$ cat config.mk
export PLATFORM = sky130hd
export DESIGN_NAME = coeffUpdater_flat
export DESIGN_NICKNAME = d
export VERILOG_FILES = /design/src/common/hrtf_pkg.sv /design/src/common/hrtf_if.sv /design/src/coeffUpdater/coeffUpdater.sv /design/src/flat_wrapper.sv
export VERILOG_INCLUDE_DIRS = /design/src /design/src/common
export SDC_FILE = /design/constraint.sdc
export NUM_CORES = 1
export LEC_CHECK = 0
export BUFFER_PORTS_ARGS = -buffer_cell sky130_fd_sc_hd__buf_4
export CORE_ASPECT_RATIO = 0.9
export CORE_MARGIN = 8
export CORE_UTILIZATION = 50
export CTS_BUF_LIST = sky130_fd_sc_hd__clkbuf_4 sky130_fd_sc_hd__clkbuf_8
export DETAILED_ROUTE_END_ITERATION = 10
export PLACE_DENSITY = 0.74
export SLEW_MARGIN = 20
export SYNTH_ARGS = -nofsm -noshare
export SYNTH_HDL_FRONTEND = slang
export SYNTH_SLANG_ARGS = --single-unit
$ cat constraint.sdc
create_clock -name Clock -period 7.45 [get_ports Clock]
set_input_delay 1.49 -clock Clock [delete_from_list [all_inputs] [get_ports Clock]]
set_output_delay 1.49 -clock Clock [all_outputs]
set_load 0.05 [all_outputs]
$ cat src/common/hrtf_defines.svh
// HRTF coefficient subsystem sizing
// Tap count, direction grid, coefficient and SRAM widths, stream count
// and the base address of the right-ear half of the coefficient SRAM

`ifndef HRTF_DEFINES_SVH
`define HRTF_DEFINES_SVH

// FIR taps held per ear for one direction
`define HRTF_NUM_TAPS 200

// Measured direction grid, azimuth by elevation
`define HRTF_NUM_AZ 25
`define HRTF_NUM_EL 25

// Signed coefficient word as stored in the SRAM and the banks
`define HRTF_COEF_WIDTH 17

// Word address width of the external coefficient SRAM
`define HRTF_SRAM_AW 18

// Independent audio streams, each with its own double-buffered banks
`define HRTF_NUM_STREAMS 2

// Right-ear sets start after all 625 left-ear sets of 200 taps
`define HRTF_RIGHT_OFFSET 125000

`endif

$ cat src/common/hrtf_pkg.sv
// HRTF coefficient subsystem types
// Register word views, AXI response codes and the ear selector

package hrtf_pkg;

  // Command view of register 0, as decoded on a host write
  typedef struct packed {
    logic [16:0] reserved;
    logic [3:0]  stream;
    logic [5:0]  elevation;
    logic [4:0]  azimuth;
  } cmdFields;

  // Status view of register 0, as returned on a host read
  typedef struct packed {
    logic [28:0] reserved;
    logic        select1;
    logic        select0;
    logic        busy;
  } statusFields;

  // Register 0 means a command when written and the status when read
  typedef union packed {
    cmdFields    cmd;
    statusFields status;
  } regWord;

  // Ear that a coefficient set belongs to, also the bank index
  typedef enum logic {
    EAR_LEFT  = 1'b0,
    EAR_RIGHT = 1'b1
  } earType;

  // AXI write and read response codes
  localparam logic [1:0] RESP_OKAY   = 2'b00;
  localparam logic [1:0] RESP_SLVERR = 2'b10;

endpackage

$ cat src/common/hrtf_if.sv
// Internal links of the HRTF coefficient subsystem
// updateCmd_if carries a validated command from the registers to the updater,
// coeffWrite_if carries the coefficient stream from the updater into the banks

`include "hrtf_defines.svh"

interface updateCmd_if;
  logic [4:0] azimuth;
  logic [5:0] elevation;
  logic [3:0] stream;
  logic       start;
  logic       busy;

  modport regs (output azimuth, elevation, stream, start, input busy);
  modport updater (input azimuth, elevation, stream, start, output busy);
endinterface

interface coeffWrite_if;
  logic [7:0]                  tapAddr;
  logic [`HRTF_COEF_WIDTH-1:0] data;
  hrtf_pkg::earType            ear;
  logic [3:0]                  stream;
  logic                        we;
  logic                        commit;

  modport updater (output tapAddr, data, ear, stream, we, commit);
  modport banks (input tapAddr, data, ear, stream, we, commit);
endinterface

$ cat src/coeffUpdater/coeffUpdater.sv
// HRTF coefficient updater
// On start, copies the left-ear then the right-ear set of the commanded
// direction from the coefficient SRAM into the inactive page of the stream's
// banks, then commits so that the stream switches to the new page

`include "hrtf_defines.svh"

module coeffUpdater (
  input  logic                         Clock,
  input  logic                         rst,
  updateCmd_if.updater                 cmd,
  coeffWrite_if.updater                wr,
  output logic [`HRTF_SRAM_AW-1:0]     sramAddr,
  output logic                         sramReadEnable,
  input  logic [`HRTF_COEF_WIDTH-1:0]  sramReadData
);

  // One-hot state bit positions
  localparam int S_IDLE    = 0;
  localparam int S_START_L = 1;
  localparam int S_UPD_L   = 2;
  localparam int S_START_R = 3;
  localparam int S_UPD_R   = 4;

  logic [4:0]               state;
  logic [7:0]               tapCount;
  logic                     lastTap;
  logic [`HRTF_SRAM_AW-1:0] baseLeft;
  logic [`HRTF_SRAM_AW-1:0] baseRight;
  logic [7:0]               tapReg;
  hrtf_pkg::earType         earReg;
  logic                     weReg;
  logic                     commitReg;
  logic                     busyReg;
  logic                     finalWrite;

  assign lastTap = (tapCount == 8'(`HRTF_NUM_TAPS - 1));

  // Sets are laid out azimuth-major, one elevation row after the other
  assign baseLeft  = `HRTF_SRAM_AW'(cmd.azimuth * (`HRTF_NUM_EL * `HRTF_NUM_TAPS) +
                                    cmd.elevation * `HRTF_NUM_TAPS);
  assign baseRight = baseLeft + `HRTF_SRAM_AW'(`HRTF_RIGHT_OFFSET);

  always_ff @(posedge Clock) begin
    if (rst) begin
      state <= 5'b00001;
    end else begin
      state[S_IDLE]    <= (state[S_IDLE] && !cmd.start) || (state[S_UPD_R] && lastTap);
      state[S_START_L] <= state[S_IDLE] && cmd.start;
      state[S_UPD_L]   <= state[S_START_L] || (state[S_UPD_L] && !lastTap);
      state[S_START_R] <= state[S_UPD_L] && lastTap;
      state[S_UPD_R]   <= state[S_START_R] || (state[S_UPD_R] && !lastTap);
    end
  end

  // The SRAM is read on every cycle of both update states
  assign sramReadEnable = state[S_UPD_L] || state[S_UPD_R];

  // The start states load the set base and clear the tap count
  always_ff @(posedge Clock) begin
    if (state[S_START_L]) begin
      sramAddr <= baseLeft;
    end else if (state[S_START_R]) begin
      sramAddr <= baseRight;
    end else if (sramReadEnable) begin
      sramAddr <= sramAddr + 1'b1;
    end

    if (state[S_START_L] || state[S_START_R]) begin
      tapCount <= '0;
    end else if (sramReadEnable) begin
      tapCount <= tapCount + 1'b1;
    end

    // Write address and ear trail the read by the SRAM latency.
    // They hold after the last read so commit still sees tap 199 right
    if (sramReadEnable) begin
      tapReg <= tapCount;
      earReg <= state[S_UPD_R] ? hrtf_pkg::EAR_RIGHT : hrtf_pkg::EAR_LEFT;
    end
  end

  // Last right-ear tap being written this cycle
  assign finalWrite = weReg && (earReg == hrtf_pkg::EAR_RIGHT) &&
                      (tapReg == 8'(`HRTF_NUM_TAPS - 1));

  always_ff @(posedge Clock) begin
    if (rst) begin
      weReg     <= 1'b0;
      commitReg <= 1'b0;
      busyReg   <= 1'b0;
    end else begin
      weReg     <= sramReadEnable;
      commitReg <= finalWrite;
      // Busy covers the whole copy, and drops together with commit
      busyReg   <= (busyReg && !finalWrite) || (state[S_IDLE] && cmd.start);
    end
  end

  assign cmd.busy   = busyReg;
  assign wr.tapAddr = tapReg;
  // SRAM data arrives in the same cycle as its delayed write strobe
  assign wr.data    = sramReadData;
  assign wr.ear     = earReg;
  assign wr.stream  = cmd.stream;
  assign wr.we      = weReg;
  assign wr.commit  = commitReg;

endmodule

$ cat src/flat_wrapper.sv
// flat-port wrapper written by rule: the top's interface ports become plain ports
module coeffUpdater_flat 
  (Clock, rst, sramAddr, sramReadEnable, sramReadData, cmd_azimuth, cmd_elevation, cmd_stream, cmd_start, cmd_busy, wr_tapAddr, wr_data, wr_ear, wr_stream, wr_we, wr_commit);
  updateCmd_if cmd_i ();
  coeffWrite_if wr_i ();
  input  logic Clock;
  input  logic rst;
  output logic [`HRTF_SRAM_AW-1:0] sramAddr;
  output logic sramReadEnable;
  input  logic [`HRTF_COEF_WIDTH-1:0] sramReadData;
  input wire logic [$bits(cmd_i.azimuth)-1:0] cmd_azimuth;
  input wire logic [$bits(cmd_i.elevation)-1:0] cmd_elevation;
  input wire logic [$bits(cmd_i.stream)-1:0] cmd_stream;
  input wire logic [$bits(cmd_i.start)-1:0] cmd_start;
  output wire logic [$bits(cmd_i.busy)-1:0] cmd_busy;
  output wire logic [$bits(wr_i.tapAddr)-1:0] wr_tapAddr;
  output wire logic [$bits(wr_i.data)-1:0] wr_data;
  output wire logic [$bits(wr_i.ear)-1:0] wr_ear;
  output wire logic [$bits(wr_i.stream)-1:0] wr_stream;
  output wire logic [$bits(wr_i.we)-1:0] wr_we;
  output wire logic [$bits(wr_i.commit)-1:0] wr_commit;
  assign cmd_i.azimuth = cmd_azimuth;
  assign cmd_i.elevation = cmd_elevation;
  assign cmd_i.stream = cmd_stream;
  assign cmd_i.start = cmd_start;
  assign cmd_busy = cmd_i.busy;
  assign wr_tapAddr = wr_i.tapAddr;
  assign wr_data = wr_i.data;
  assign wr_ear = wr_i.ear;
  assign wr_stream = wr_i.stream;
  assign wr_we = wr_i.we;
  assign wr_commit = wr_i.commit;
  coeffUpdater u_core (.Clock(Clock), .rst(rst), .cmd(cmd_i), .wr(wr_i), .sramAddr(sramAddr), .sramReadEnable(sramReadEnable), .sramReadData(sramReadData));
endmodule
==> metrics.md <==
| Metric | Value |
|---|---|
| Outcome | finished, final reports clean |
| Max H-tree Level | 2 |
| FP Rows | 31 |
| WS Path Type | in2reg |
| Setup slack, reg-to-reg | 4.98 ns |
| Final ANT Viol Nets | 0 |
| CTS tree | yes |
| Cells after synthesis | 441 |
| Power Total | 0.001286 W |
| Yosys reg bits | 43 |
| Placed insts | 555 |
| CP arrival | 5.79 ns |
| Die area | between 10000 and 15000 µm² |
| Post-CTS resize count | 0 |
| Worst skew pair latency | 0.29 ns |
| Number of global-route vias before repair | 3119 |
| Largest family of logic cells by synthesized area | adder cells |
| Placer Congestion | 0.8502 |
| WL met3 | 339 µm |
| Routed WL | approximately 8800 µm |
| Initial antenna violation count | 0 |
| Via/cell ratio | 5.734 |
| Worst Path Required | 7.46 ns |
| Fraction of the mapped netlist area in adder cells | 0.2096 |
| CP endpoint kind | flop |
| Layout cells sized above 1 | 0.1552 |
| Total CTS buffers | 5 |
| Final setup TNS | 0 ns |
| Yosys warns | 0 |
| Area delta synth->final | 8.554% |
| Drt wl/cell | 15.61 µm |
| Initial core utilization | 0.5149 |
| Register area share after synthesis | 0.2723 |
| Worst Setup Start Kind | input pin |
| Largest net degree at the start of global routing | 26 |
| Final setup fails | 0 |
| Max Root-Sink Buffers | 2 |
| Total number of vias | between 3000 and 4000 |
| Setup Fix Bufs, Post-CTS | 0 |
| Die Y | approximately 100 µm |
| Slew at the pin with the worst max-slew slack | 0.8914 ns |
| Post-synthesis xor/xnor area fraction | 0.1015 |
| Post-synthesis mux area share | 0.006325 |
| Port bufs | 44 |
| Grt total ovfl | 0 |
| Min Clock Period, post-route | about 5.8 ns |
| P_leak | 1.983 nW |
| Tcrit/Tclk final | 0.7761 |
| Final slew viol count | 0 |
| CORE AREA | 8068 µm² |
| CTS Hold Bufs | 0 |
| P per Cell Area | 285.2 nW/µm² |
| Final hold vios | 0 |
| Maximum VDD drop | 145.7 µV |
| Global-route wire length before repair | 14990 µm |
| DPL Wire Length | 7098 µm |
| Fin nets | about 560 |
| Drt initial violations | 164 |
| Clock slew at reported path FFs | 0.08 ns |
| Fraction of the mapped netlist area in simple logic gates | 0.1584 |
| Syn Nets | between 500 and 600 |
| Avg Inst Size Synth | 9.419 µm² |
| DR DRC count | 0 |
| GRT Resource Usage Total | 0.1541 |
| Synth Flop Type | edfxtp_1 |
| Peak Freq | ~0.17 GHz |
| Max cap viols | 0 |
| Ports | 87 |
| 1st-pass router iterations | 5 |
| Commonest non-fill, non-tap cell in the layout | ha_1 |
| Netlist cell types | 60 |
| Unrepaired setup endpoints after global routing | no |
| Worst Hold Class | reg2reg |
| TritonCTS Sinks | 43 |
| Post-route insts no fill | 563 |
| Antenna diodes | 0 |
| M1 WL | 4354 µm |
| Clk_skew | 0.002494 ns |
| CTS root buf | clkbuf_8 |
| Post-synth EDFFs | 27 |
| Die X | 112.1 µm |
| Met2 wire len | 4023 µm |
| Mapped cell area | roughly 4200 µm² |
| Critical Path Fanout Max | 6 |
| Synth Area in Compound Gates | 0.1831 |
| Asr flop ratio synth | 0 |
| Most frequent cells in the layout | 60 x ha_1, 44 x buf_4, 33 x nor2_1 |
| Top sig layer | met4 |
| Max-slew headroom | 0.4049 |
-- path summary, 6_finish.rpt --
kind	start	endpoint	cells after the start
hold reg to reg	u_core.state[0]	u_core.state[1]	2
hold / removal	u_core.state[0]	u_core.state[1]	2
setup reg to reg	u_core.state[1]	u_core.sramAddr[15]	4
setup / recovery	cmd_azimuth[2]	u_core.sramAddr[16]	21
-- kinds of logic (layout without fill, tap and decap cells) --
| group | count (synthesis) | in the layout |
|---|---|---|
| and+or+nand+nor | 129 | 129 |
| adders and majority gates | 66 | 66 |
| xor gates and xnor gates | 43 | 43 |
| buffers and inverters | 55 | 78 |
| muxes | 2 | 2 |
| AOI/OAI and AO/OA | 103 | 103 |
| DFF | 43 | 43 |
-- metal layers --
metal,vias to the layer above,GRT usage
met5,-,0
met1,1511,0.2094
met4,0,0.03623
met3,9,0.02126
li1,1638,-
met2,70,0.2543
-- sequential cells by signal, indices dropped and copies added (netlist names) --
name               flops
u_core.sramAddr       18
u_core.tapCount        8
u_core.wr.tapAddr      8
u_core.state           5
u_core.cmd.busy        1
u_core.wr.commit       1
u_core.wr.ear          1
u_core.wr.we           1
-- metrics by stage --
stage / cell area (µm²) / hold slack, ns / setup WS [ns] / utilization
3_5_place_dp: 4420 / 0.4470 / 1.383 / 0.5479
4_1_cts: 4509 / 0.4642 / 1.679 / 0.5589
5_1_grt: 4509 / 0.5040 / 1.349 / 0.5589
3_3_place_gp: 4420 / 0.4393 / 1.462 / 0.5479
2_1_floorplan: 4154 / 0.4295 / 2.067 / -
6_report: 4509 / 0.4613 / 1.668 / 0.5589
-- layout make-up --
cell class / instances / area (µm²)
inverter: 26 / 97.59
clock buffer: 5 / 68.82
multi-input combinational: 343 / 2738
sequential: 43 / 1131
tap: 99 / 123.9
clock inverter: 3 / 20.02
timing repair buffer: 44 / 330.3
fill: 714 / 3558
-- power by group --
group / internal (W) / switching [W] / leakage, nW / total, W
Combinational: 0.000332 / 0.000505 / 1.56 / 0.000837
Sequential: 0.000282 / 0.0000215 / 0.385 / 0.000304
Clock: 0.0000652 / 0.0000804 / 0.0402 / 0.000146
Total: 0.000679 / 0.000607 / 1.98 / 0.00129
-- critical path, stage by stage --
cell	delay, ns
buf_4	0.14
inv_1	0.07
fa_1	0.54
inv_1	0.04
ha_1	0.28
ha_1	0.30
ha_1	0.35
o21ai_0	0.10
nor2_1	0.22
o21a_1	0.15
nor2_1	0.04
xnor2_1	0.13
ha_1	0.39
and3_1	0.24
o21ai_0	0.10
a31oi_1	0.26
o211a_1	0.22
xnor2_1	0.21
and3_1	0.26
and4b_1	0.20
a311oi_1	0.05
-- cells in the mapped netlist, types with 5 or more instances --
cell type / count / area share
clkbuf_1: 5 / 0.0045
nand2_1: 32 / 0.029
fa_1: 6 / 0.029
o21ai_0: 19 / 0.023
and3_1: 12 / 0.018
nand3_1: 13 / 0.016
xor2_1: 10 / 0.021
inv_1: 26 / 0.023
nor2_1: 33 / 0.030
xnor2_1: 27 / 0.057
nand4_1: 7 / 0.011
a21oi_1: 25 / 0.030
edfxtp_1: 27 / 0.20
dfxtp_1: 16 / 0.077
nor3_1: 7 / 0.0084
a21o_1: 8 / 0.014
ha_1: 60 / 0.18
buf_4: 21 / 0.038
(Power assumes the default switching activity.)
