**src/common/hrtf_defines.svh**
```systemverilog
// HRTF coefficient subsystem sizing
// Tap count, direction grid, coefficient and SRAM widths, stream count
// and the base address of the right-ear half of the coefficient SRAM

`ifndef HRTF_DEFINES_SVH
`define HRTF_DEFINES_SVH

// FIR taps held per ear for one direction
`define HRTF_NUM_TAPS 200

// Measured direction grid, azimuth by elevation
`define HRTF_NUM_AZ 25
`define HRTF_NUM_EL 25

// Signed coefficient word as stored in the SRAM and the banks
`define HRTF_COEF_WIDTH 17

// Word address width of the external coefficient SRAM
`define HRTF_SRAM_AW 18

// Independent audio streams, each with its own double-buffered banks
`define HRTF_NUM_STREAMS 2

// Right-ear sets start after all 625 left-ear sets of 200 taps
`define HRTF_RIGHT_OFFSET 125000

`endif

```
**src/common/hrtf_pkg.sv**
```systemverilog
// HRTF coefficient subsystem types
// Register word views, AXI response codes and the ear selector

package hrtf_pkg;

  // Command view of register 0, as decoded on a host write
  typedef struct packed {
    logic [16:0] reserved;
    logic [3:0]  stream;
    logic [5:0]  elevation;
    logic [4:0]  azimuth;
  } cmdFields;

  // Status view of register 0, as returned on a host read
  typedef struct packed {
    logic [28:0] reserved;
    logic        select1;
    logic        select0;
    logic        busy;
  } statusFields;

  // Register 0 means a command when written and the status when read
  typedef union packed {
    cmdFields    cmd;
    statusFields status;
  } regWord;

  // Ear that a coefficient set belongs to, also the bank index
  typedef enum logic {
    EAR_LEFT  = 1'b0,
    EAR_RIGHT = 1'b1
  } earType;

  // AXI write and read response codes
  localparam logic [1:0] RESP_OKAY   = 2'b00;
  localparam logic [1:0] RESP_SLVERR = 2'b10;

endpackage

```
**src/common/hrtf_if.sv**
```systemverilog
// Internal links of the HRTF coefficient subsystem
// updateCmd_if carries a validated command from the registers to the updater,
// coeffWrite_if carries the coefficient stream from the updater into the banks

`include "hrtf_defines.svh"

interface updateCmd_if;
  logic [4:0] azimuth;
  logic [5:0] elevation;
  logic [3:0] stream;
  logic       start;
  logic       busy;

  modport regs (output azimuth, elevation, stream, start, input busy);
  modport updater (input azimuth, elevation, stream, start, output busy);
endinterface


```
**src/verilog/hrtfRegs.sv**
```systemverilog
// HRTF command and status registers
// AXI4-Lite slave with one register at offset 0. A write is a direction
// command that is range-checked and handed to the updater, a read returns
// the busy flag and the page selects of both streams

`include "hrtf_defines.svh"

module hrtfRegs (
  input  logic                         Clock,
  input  logic                         rst,
  input  logic [31:0]                  awaddr,
  input  logic                         awvalid,
  output logic                         awready,
  input  logic [31:0]                  wdata,
  input  logic                         wvalid,
  output logic                         wready,
  output logic [1:0]                   bresp,
  output logic                         bvalid,
  input  logic                         bready,
  input  logic [31:0]                  araddr,
  input  logic                         arvalid,
  output logic                         arready,
  output logic [31:0]                  rdata,
  output logic [1:0]                   rresp,
  output logic                         rvalid,
  input  logic                         rready,
  updateCmd_if.regs                    cmd,
  input  logic [`HRTF_NUM_STREAMS-1:0] selects
);

  logic             awHeld;
  logic             wHeld;
  logic [31:0]      addrReg;
  logic [31:0]      dataReg;
  logic             awFire;
  logic             wFire;
  logic             arFire;
  logic             writeGo;
  logic [31:0]      writeAddr;
  hrtf_pkg::regWord writeWord;
  hrtf_pkg::regWord statusWord;
  logic             fieldsValid;
  logic             cmdAccept;

  // Each half of a write is taken once and held until its partner arrives.
  // No new write is taken while a response is still pending
  assign awready = !awHeld && !bvalid;
  assign wready  = !wHeld && !bvalid;
  assign awFire  = awvalid && awready;
  assign wFire   = wvalid && wready;

  // Use the half that arrives this cycle, else the one that was held
  assign writeAddr = awFire ? awaddr : addrReg;
  assign writeWord = wFire ? wdata : dataReg;
  assign writeGo   = (awFire || awHeld) && (wFire || wHeld);

  // A command must point inside the direction grid and at an existing stream
  assign fieldsValid = (writeWord.cmd.azimuth < `HRTF_NUM_AZ) &&
                       (writeWord.cmd.elevation < `HRTF_NUM_EL) &&
                       (writeWord.cmd.stream < `HRTF_NUM_STREAMS);

  // Only offset 0 takes commands, and only while the updater is idle
  assign cmdAccept = (writeAddr == '0) && fieldsValid && !cmd.busy;

  always_ff @(posedge Clock) begin
    if (rst) begin
      awHeld    <= 1'b0;
      wHeld     <= 1'b0;
      bvalid    <= 1'b0;
      cmd.start <= 1'b0;
    end else begin
      // Start lines up with the write response
      cmd.start <= writeGo && cmdAccept;
      if (writeGo) begin
        awHeld <= 1'b0;
        wHeld  <= 1'b0;
        bvalid <= 1'b1;
      end else begin
        if (awFire) awHeld <= 1'b1;
        if (wFire) wHeld <= 1'b1;
        if (bvalid && bready) bvalid <= 1'b0;
      end
    end
  end

  always_ff @(posedge Clock) begin
    if (awFire) addrReg <= awaddr;
    if (wFire) dataReg <= wdata;
    if (writeGo) bresp <= cmdAccept ? hrtf_pkg::RESP_OKAY : hrtf_pkg::RESP_SLVERR;
    // The fields stay stable for the whole update that they start
    if (writeGo && cmdAccept) begin
      cmd.azimuth   <= writeWord.cmd.azimuth;
      cmd.elevation <= writeWord.cmd.elevation;
      cmd.stream    <= writeWord.cmd.stream;
    end
  end

  // Status word seen by the host
  always_comb begin
    statusWord                = '0;
    statusWord.status.busy    = cmd.busy;
    statusWord.status.select0 = selects[0];
    statusWord.status.select1 = selects[1];
  end

  // One read in flight, answered in the cycle after the address
  assign arready = !rvalid;
  assign arFire  = arvalid && arready;

  always_ff @(posedge Clock) begin
    if (rst) begin
      rvalid <= 1'b0;
    end else if (arFire) begin
      rvalid <= 1'b1;
    end else if (rready) begin
      rvalid <= 1'b0;
    end
  end

  always_ff @(posedge Clock) begin
    if (arFire) begin
      rdata <= (araddr == '0) ? statusWord : '0;
      rresp <= (araddr == '0) ? hrtf_pkg::RESP_OKAY : hrtf_pkg::RESP_SLVERR;
    end
  end

endmodule

```
**src/flat_wrapper.sv**
```systemverilog
// flat-port wrapper written by rule: the top's interface ports become plain ports
module hrtfRegs_flat 
  (Clock, rst, awaddr, awvalid, awready, wdata, wvalid, wready, bresp, bvalid, bready, araddr, arvalid, arready, rdata, rresp, rvalid, rready, selects, cmd_azimuth, cmd_elevation, cmd_stream, cmd_start, cmd_busy);
  updateCmd_if cmd_i ();
  input  logic Clock;
  input  logic rst;
  input  logic [31:0] awaddr;
  input  logic awvalid;
  output logic awready;
  input  logic [31:0] wdata;
  input  logic wvalid;
  output logic wready;
  output logic [1:0] bresp;
  output logic bvalid;
  input  logic bready;
  input  logic [31:0] araddr;
  input  logic arvalid;
  output logic arready;
  output logic [31:0] rdata;
  output logic [1:0] rresp;
  output logic rvalid;
  input  logic rready;
  input  logic [`HRTF_NUM_STREAMS-1:0] selects;
  output wire logic [$bits(cmd_i.azimuth)-1:0] cmd_azimuth;
  output wire logic [$bits(cmd_i.elevation)-1:0] cmd_elevation;
  output wire logic [$bits(cmd_i.stream)-1:0] cmd_stream;
  output wire logic [$bits(cmd_i.start)-1:0] cmd_start;
  input wire logic [$bits(cmd_i.busy)-1:0] cmd_busy;
  assign cmd_azimuth = cmd_i.azimuth;
  assign cmd_elevation = cmd_i.elevation;
  assign cmd_stream = cmd_i.stream;
  assign cmd_start = cmd_i.start;
  assign cmd_i.busy = cmd_busy;
  hrtfRegs u_core (.Clock(Clock), .rst(rst), .awaddr(awaddr), .awvalid(awvalid), .awready(awready), .wdata(wdata), .wvalid(wvalid), .wready(wready), .bresp(bresp), .bvalid(bvalid), .bready(bready), .araddr(araddr), .arvalid(arvalid), .arready(arready), .rdata(rdata), .rresp(rresp), .rvalid(rvalid), .rready(rready), .cmd(cmd_i), .selects(selects));
endmodule
```
**config.mk**
```make
export PLATFORM = sky130hd
export DESIGN_NAME = hrtfRegs_flat
export DESIGN_NICKNAME = d
export VERILOG_FILES = /design/src/common/hrtf_pkg.sv /design/src/common/hrtf_if.sv /design/src/verilog/hrtfRegs.sv /design/src/flat_wrapper.sv
export VERILOG_INCLUDE_DIRS = /design/src /design/src/common
export SDC_FILE = /design/constraint.sdc
export NUM_CORES = 1
export LEC_CHECK = 0
export BUFFER_PORTS_ARGS = -buffer_cell sky130_fd_sc_hd__buf_2
export CAP_MARGIN = 40
export CORE_MARGIN = 5
export CORE_UTILIZATION = 40
export DETAILED_ROUTE_END_ITERATION = 10
export GPL_TIMING_DRIVEN = 0
export PLACE_DENSITY = 0.76
export SYNTH_ARGS = -nofsm -noshare
export SYNTH_HDL_FRONTEND = slang
export SYNTH_SLANG_ARGS = --single-unit
```
**constraint.sdc**
```tcl
create_clock -name Clock -period 3.24 [get_ports Clock]
set_clock_uncertainty 0.2 [all_clocks]
set_input_delay 0.162 -clock Clock [delete_from_list [all_inputs] [get_ports Clock]]
set_output_delay 0.162 -clock Clock [all_outputs]
set_load 0.005 [all_outputs]
```
==> run metrics, run 1 <==
Die Height 95.6 um; Clock Latency Late Sink 0.34 ns; full die area 9140 um2; crit path kind reg2reg; area growth from synthesis to layout 53.6%; # port buffers 114; GRT Util Overall 17.6%; Mean Syn Cell Area around 9.8 um2; Pwr Density 488 nW/um2; Initial Utilization 40.8%; num rows 31; most frequent cell after synthesis nand2_1; critical path's largest stage delay just under 0.6 ns; critical path startpoint category flip-flop; CTS Root Cell clkbuf_8; post-CTS setup buffers 0; vias in the first global route 2777; Critical Path, Cell by Cell buf_2 -> nor3b_2 -> mux2_2 -> a211o_1 -> nor3_2 -> buf_4; Place WS 0.324 ns; number of clock sinks 72; min Tclk post-route 2.94 ns; period utilisation layout 90.6%; clk buf depth 2; CP startpoint u_core.bvalid; initial detailed-routing violation count 81; Int Power 1.58 mW; Pre-antenna DRT Iters 4; reg2reg end u_core.cmd.stream[2]; peak supply drop approximately 0.00025 V; DR vias/cell between 4 and 5; synth unique cells 36; Clk network pwr share 30.1%; CP arrival between 2 and 3 ns; post-synthesis register bit count 72; crit path max fanout 11; gr ovfl total 0; register share of total power between 50% and 60%; setup tns final 0 ns; Hold WC Path Type in2reg; post-route setup slack 0.304 ns; Remaining DRCs 0; switching power 620 uW; multi-input logic area 1120 um2; Worst setup EP type flip-flop; Final nets roughly 620; design area 4500 um2; worst reg-to-reg setup slack 0.30 ns; number of buffers created by CTS 9; Post-synth EDFFs 20; Final Hold Fails 0; HPWL Detailed 5550 um; layout cells sized above 1 approximately 36%; register area between 1500 and 2000 um2; YS warnings 0; largest net degree at the start of global routing 16; Reg-to-Reg Start u_core.bvalid; routed wire length 7850 um; CTS tree yes; Final Max Slew Viols 0; H-Tree Depth 3; asr flop ratio synth 0%; Sw Share roughly 28%; slowest CP cell nor3b_2; Synth top area share 35.5%; most frequent cells after synthesis 95 x nand2_1, 52 x dfxtp_1, 31 x buf_4; Worst setup endpoint u_core.cmd.stream[2]; max frequency 341 MHz; Worst Hold Depth 5; top cells by area, synth dfxtp_1 36%, edfxtp_1 20%, nand2_1 12%, buf_4 7.9%, mux2_2 6.1%; end-of-flow core utilization 62.7%; Synth Instances 298; initial antenna violation count 0; Area after DPL roughly 3700 um2; maxcap violations 0; Pleak roughly 2.1 nW; R2R depth 6; Main synth FF type dfxtp_1; final setup fails 0; PostCTS Resize Cnt 0; worst-margin pin slew 0.659 ns; Slew Limit Headroom 55.8%; Seq/Total Area, Yosys 56.0%; core area approximately 7000 um2; Fillers 601; Final Wtd Congestion 0.763; die width 95.6 um; Worst EP required between 3 and 4 ns; status complete, no violations; Reg clk slew, reported paths 0.08 ns; Comb pwr share 18.1%; I/O pin cnt 163; Synth area leader dfxtp_1; via count 2764; DRT antenna net count 0; WL per Instance 12.8 um; Netlist Area Pre-Place 2930 um2; RSZ-0062 raised after global routing false; first-pass GRT wire length 12400 um
## critical path: cells and delay by family, from the launching register on
family	cells	cell delay (ns)
multiplexers	1	0.41
AND/OR/NAND/NOR	2	1.00
AO/OA/AOI/OAI	1	0.28
flip-flops	1	0.31
buffers and inverters	2	0.44
## flip-flops by register name (all words and copies together), names as in the netlist, 3 cells and up
name	count
u_core.cmd.stream	4
u_core.cmd.elevation	6
u_core.cmd.azimuth	5
u_core.dataReg	15
u_core.addrReg	32
u_core.rdata	3
## placed cells by master (no fill, tap or decap), types with 2 or more instances in the layout
master / Yosys / routed
a21oi_1: 4 / 4
clkbuf_1: 6 / 6
conb_1: 1 / 31
o311a_1: 2 / 2
nand4_1: 5 / 5
dlygate4sd3_1: 0 / 56
nor4_1: 19 / 19
edfxtp_1: 20 / 20
dfxtp_1: 52 / 52
nor3_1: 8 / 7
and2_1: 3 / 3
clkinvlp_4: 0 / 2
clkinv_4: 0 / 2
inv_1: 4 / 4
buf_4: 31 / 32
and3_1: 2 / 2
mux2_2: 16 / 16
inv_8: 0 / 2
nor3_2: 1 / 2
or4_1: 2 / 2
nor2_1: 7 / 7
nand2_1: 95 / 95
buf_2: 3 / 117
clkbuf_8: 0 / 9
## power by group through the flow
stage          Sequential (mW)  Clock [mW]  Combinational, mW
2_1_floorplan             1.14           0              0.226
3_3_place_gp              1.15           0              0.328
3_5_place_dp              1.16           0              0.337
4_1_cts                   1.14       0.683              0.393
5_1_grt                   1.15       0.717              0.450
6_report                  1.14       0.661              0.398
## stage by stage
stage,cells,hold slack [ns],power [mW]
finish,615,0.0230,2.20
global route,614,0.0504,2.32
detailed placement,542,0.151,1.49
floorplan,328,0.0344,1.37
CTS,614,0.00735,2.21
global placement,541,0.149,1.48
## worst min-delay path by stage
| stage | endpoint | from | slack [ns] |
|---|---|---|---|
| 4_1_cts | u_core.rresp[1] | araddr[7] | 0.007 |
| 2_1_floorplan | u_core.bvalid | rst | 0.03 |
| 3_5_place_dp | u_core.rvalid | rready | 0.15 |
| 5_1_grt | u_core.rresp[1] | araddr[7] | 0.05 |
| 3_3_place_gp | u_core.rvalid | rready | 0.15 |
| 6_report | u_core.rresp[1] | araddr[7] | 0.02 |
## cell families after synthesis
| logic type | count (synthesis) | share of synthesized area [%] |
|---|---|---|
| and+or+nand+nor | 151 | 24.5 |
| DFF | 72 | 56.0 |
| buffers and inverters | 44 | 9.73 |
| muxes | 16 | 6.15 |
| AOI/OAI and AO/OA | 14 | 3.46 |
| other | 1 | 0.128 |
## metal layers
metal	GRT usage, %	vias to the layer above	share of wire, %	wire length [um]
met5	0	-	0	0
met3	3.31	19	4.3	341
met4	9.00	0	2.3	180
met1	20.6	1262	42	3290
li1	-	1398	-	-
met2	30.5	85	51	4040
## layout make-up
class | count | area share [%]
Sequential cell | 72 | 36.5
Timing Repair Buffer | 171 | 25.3
Multi-Input combinational cell | 212 | 24.9
Buffer | 40 | 6.00
Clock buffer | 9 | 2.75
Tap cell | 99 | 2.75
Clock inverter | 7 | 1.42
Inverter | 4 | 0.334
Antenna cell | 1 | 0.0556
## timing repair
action,CTS,global route
hold endpoints to repair,70,0
endpoints found under the setup margin,0,0
hold buffers,56,0
Note: power is estimated with default switching activity, not from simulation.
==> run 2: changes to the inputs <==
--- a/config.mk
+++ b/config.mk
@@ -6,13 +6,12 @@
 export SDC_FILE = /design/constraint.sdc
 export NUM_CORES = 1
 export LEC_CHECK = 0
-export BUFFER_PORTS_ARGS = -buffer_cell sky130_fd_sc_hd__buf_2
 export CAP_MARGIN = 40
 export CORE_MARGIN = 5
-export CORE_UTILIZATION = 40
+export CORE_UTILIZATION = 45
 export DETAILED_ROUTE_END_ITERATION = 10
+export DONT_BUFFER_PORTS = 1
 export GPL_TIMING_DRIVEN = 0
-export PLACE_DENSITY = 0.76
 export SYNTH_ARGS = -nofsm -noshare
 export SYNTH_HDL_FRONTEND = slang
 export SYNTH_SLANG_ARGS = --single-unit
==> run 2 against run 1 <==
Combinational power down 17%. Via count down 16%. Power down 3.0%. Sequential power about the same. First-iteration DRC count up 8.6%. Global-route usage up 0.20 points.
==> run metrics, run 2 (same netlist as run 1, synthesis figures left out) <==
Reg-to-Reg Start u_core.bvalid; HPWL Detailed 4900 um; Fillers between 500 and 600; worst-margin pin slew 0.624 ns; CP arrival about 2.8 ns; via count 2332; crit path kind in2reg; post-CTS setup buffers 0; Sw Share 27.9%; DRT antenna net count 0; period utilisation layout 90.2%; maxcap violations 0; largest net degree at the start of global routing 16; Worst setup endpoint u_core.rresp[1]; Die Height roughly 91 um; Place WS 0.125 ns; DR vias/cell 4.83; WL per Instance 14.7 um; vias in the first global route roughly 2400; placed cell count approximately 410; CTS tree yes; Reg clk slew, reported paths 0.08 ns; Pleak 1.71 nW; Final Max Slew Viols 0; most common cell after layout, fill and taps aside nand2_1; number of buffers created by CTS 9; min Tclk post-route about 3 ns; Final Hold Fails 0; Pwr Density 539 nW/um2; routed wire length between 7000 and 8000 um; most frequent cells in the layout 95 x nand2_1, 61 x dlygate4sd3_1, 52 x dfxtp_1; R2R depth 6; status complete, no violations; CTS Root Cell clkbuf_8; H-Tree Depth 3; crit path max fanout 4; RSZ-0062 raised after global routing false; clk buf depth 2; CP startpoint araddr[14]; Comb pwr share 15.5%; Final Wtd Congestion between 0.7 and 0.8; Worst setup EP type flip-flop; switching power a little under 600 uW; largest registers u_core.addrReg x32, u_core.dataReg x15, u_core.cmd.elevation x6; Clock Latency Late Sink 0.35 ns; first-pass GRT wire length 11800 um; register area 1640 um2; worst reg-to-reg setup slack 0.37 ns; max frequency 342 MHz; # port buffers 0; initial antenna violation count 0; diodes inserted 0; Pre-antenna DRT Iters 4; Int Power around 1.5 mW; gr ovfl total 0; Worst EP required 3.15 ns; Worst Hold Depth 4; Clk network pwr share 31.1%; post-route setup slack 0.316 ns; num rows 29; full die area 8230 um2; final setup fails 0; register share of total power 53.4%; initial detailed-routing violation count 88; max reg flops 32; hold_ws 0.0386 ns; Hold WC Path Type in2reg; Slew Limit Headroom 58.2%; GRT Util Overall 17.8%; Final Total Pwr 2.13 mW; die width 90.7 um; peak supply drop 0.000324 V; reg2reg end u_core.cmd.stream[3]; Final nets 507; Biggest register u_core.addrReg; multi-input logic area between 1000 and 1500 um2; critical path startpoint category input pin; area growth from synthesis to layout 35.1%; layout cells sized above 1 18.0%; Initial Utilization 46.1%; I/O pin cnt 163; Final Non-Filler Cells between 400 and 500; core area 6350 um2; Remaining DRCs 0; number of clock sinks 72
run 2: how the worst min path moves through the flow:
stage	from	end	slack, ns
2_1_floorplan	rst	u_core.bvalid	0.03
3_3_place_gp	rst	u_core.bvalid	0.04
3_5_place_dp	rst	u_core.bvalid	0.04
4_1_cts	awaddr[1]	u_core.cmd.start	0.02
5_1_grt	awaddr[1]	u_core.cmd.start	0.07
6_report	awaddr[14]	u_core.cmd.start	0.04
run 2: power by group through the flow:
stage | combinational (mW) | sequential [mW] | clock [mW]
detailed placement | 0.265 | 1.16 | 0
CTS | 0.326 | 1.14 | 0.681
floorplan | 0.226 | 1.14 | 0
global route | 0.375 | 1.15 | 0.725
global placement | 0.260 | 1.15 | 0
finish | 0.330 | 1.14 | 0.662
run 2: routing by layer:
layer / part of all wire [%] / global-route usage (%) / vias to the layer above
met3: 8.1 / 5.83 / 8
met4: 1.5 / 7.57 / 0
met1: 44 / 22.9 / 1048
li1: - / - / 1171
met5: 0 / 0 / -
met2: 47 / 27.4 / 105
run 2: per-stage QoR:
stage | TNS (ns) | util [%] | cell area [um2]
2_1_floorplan | 0 | - | 3040
3_3_place_gp | -10.89 | 49.4 | 3140
3_5_place_dp | 0 | 49.7 | 3160
4_1_cts | 0 | 62.2 | 3950
5_1_grt | 0 | 62.3 | 3960
6_report | 0 | 62.3 | 3960
run 2: worst max-delay path: stages:
cell and delay, ns:
dlygate4sd3_1 0.54, nor4_1 0.15, dlygate4sd3_1 0.57, nand4_1 0.06, dlygate4sd3_1 0.56, nor2_1 0.17, dlygate4sd3_1 0.57, inv_1 0.03
run 2: cell type report:
class | instances | area share [%]
inverter | 4 | 0.379
timing repair buffer | 62 | 15.7
tap | 77 | 2.43
buffer | 40 | 6.83
clock inverter | 7 | 1.55
multi-input combinational | 212 | 28.5
sequential | 72 | 41.5
clock buffer | 9 | 3.13
run 2: timing repair:
action,CTS,global route
setup endpoints to repair,0,3
hold buffers,61,0
endpoints found under the hold margin,75,0
gates resized for setup,0,1
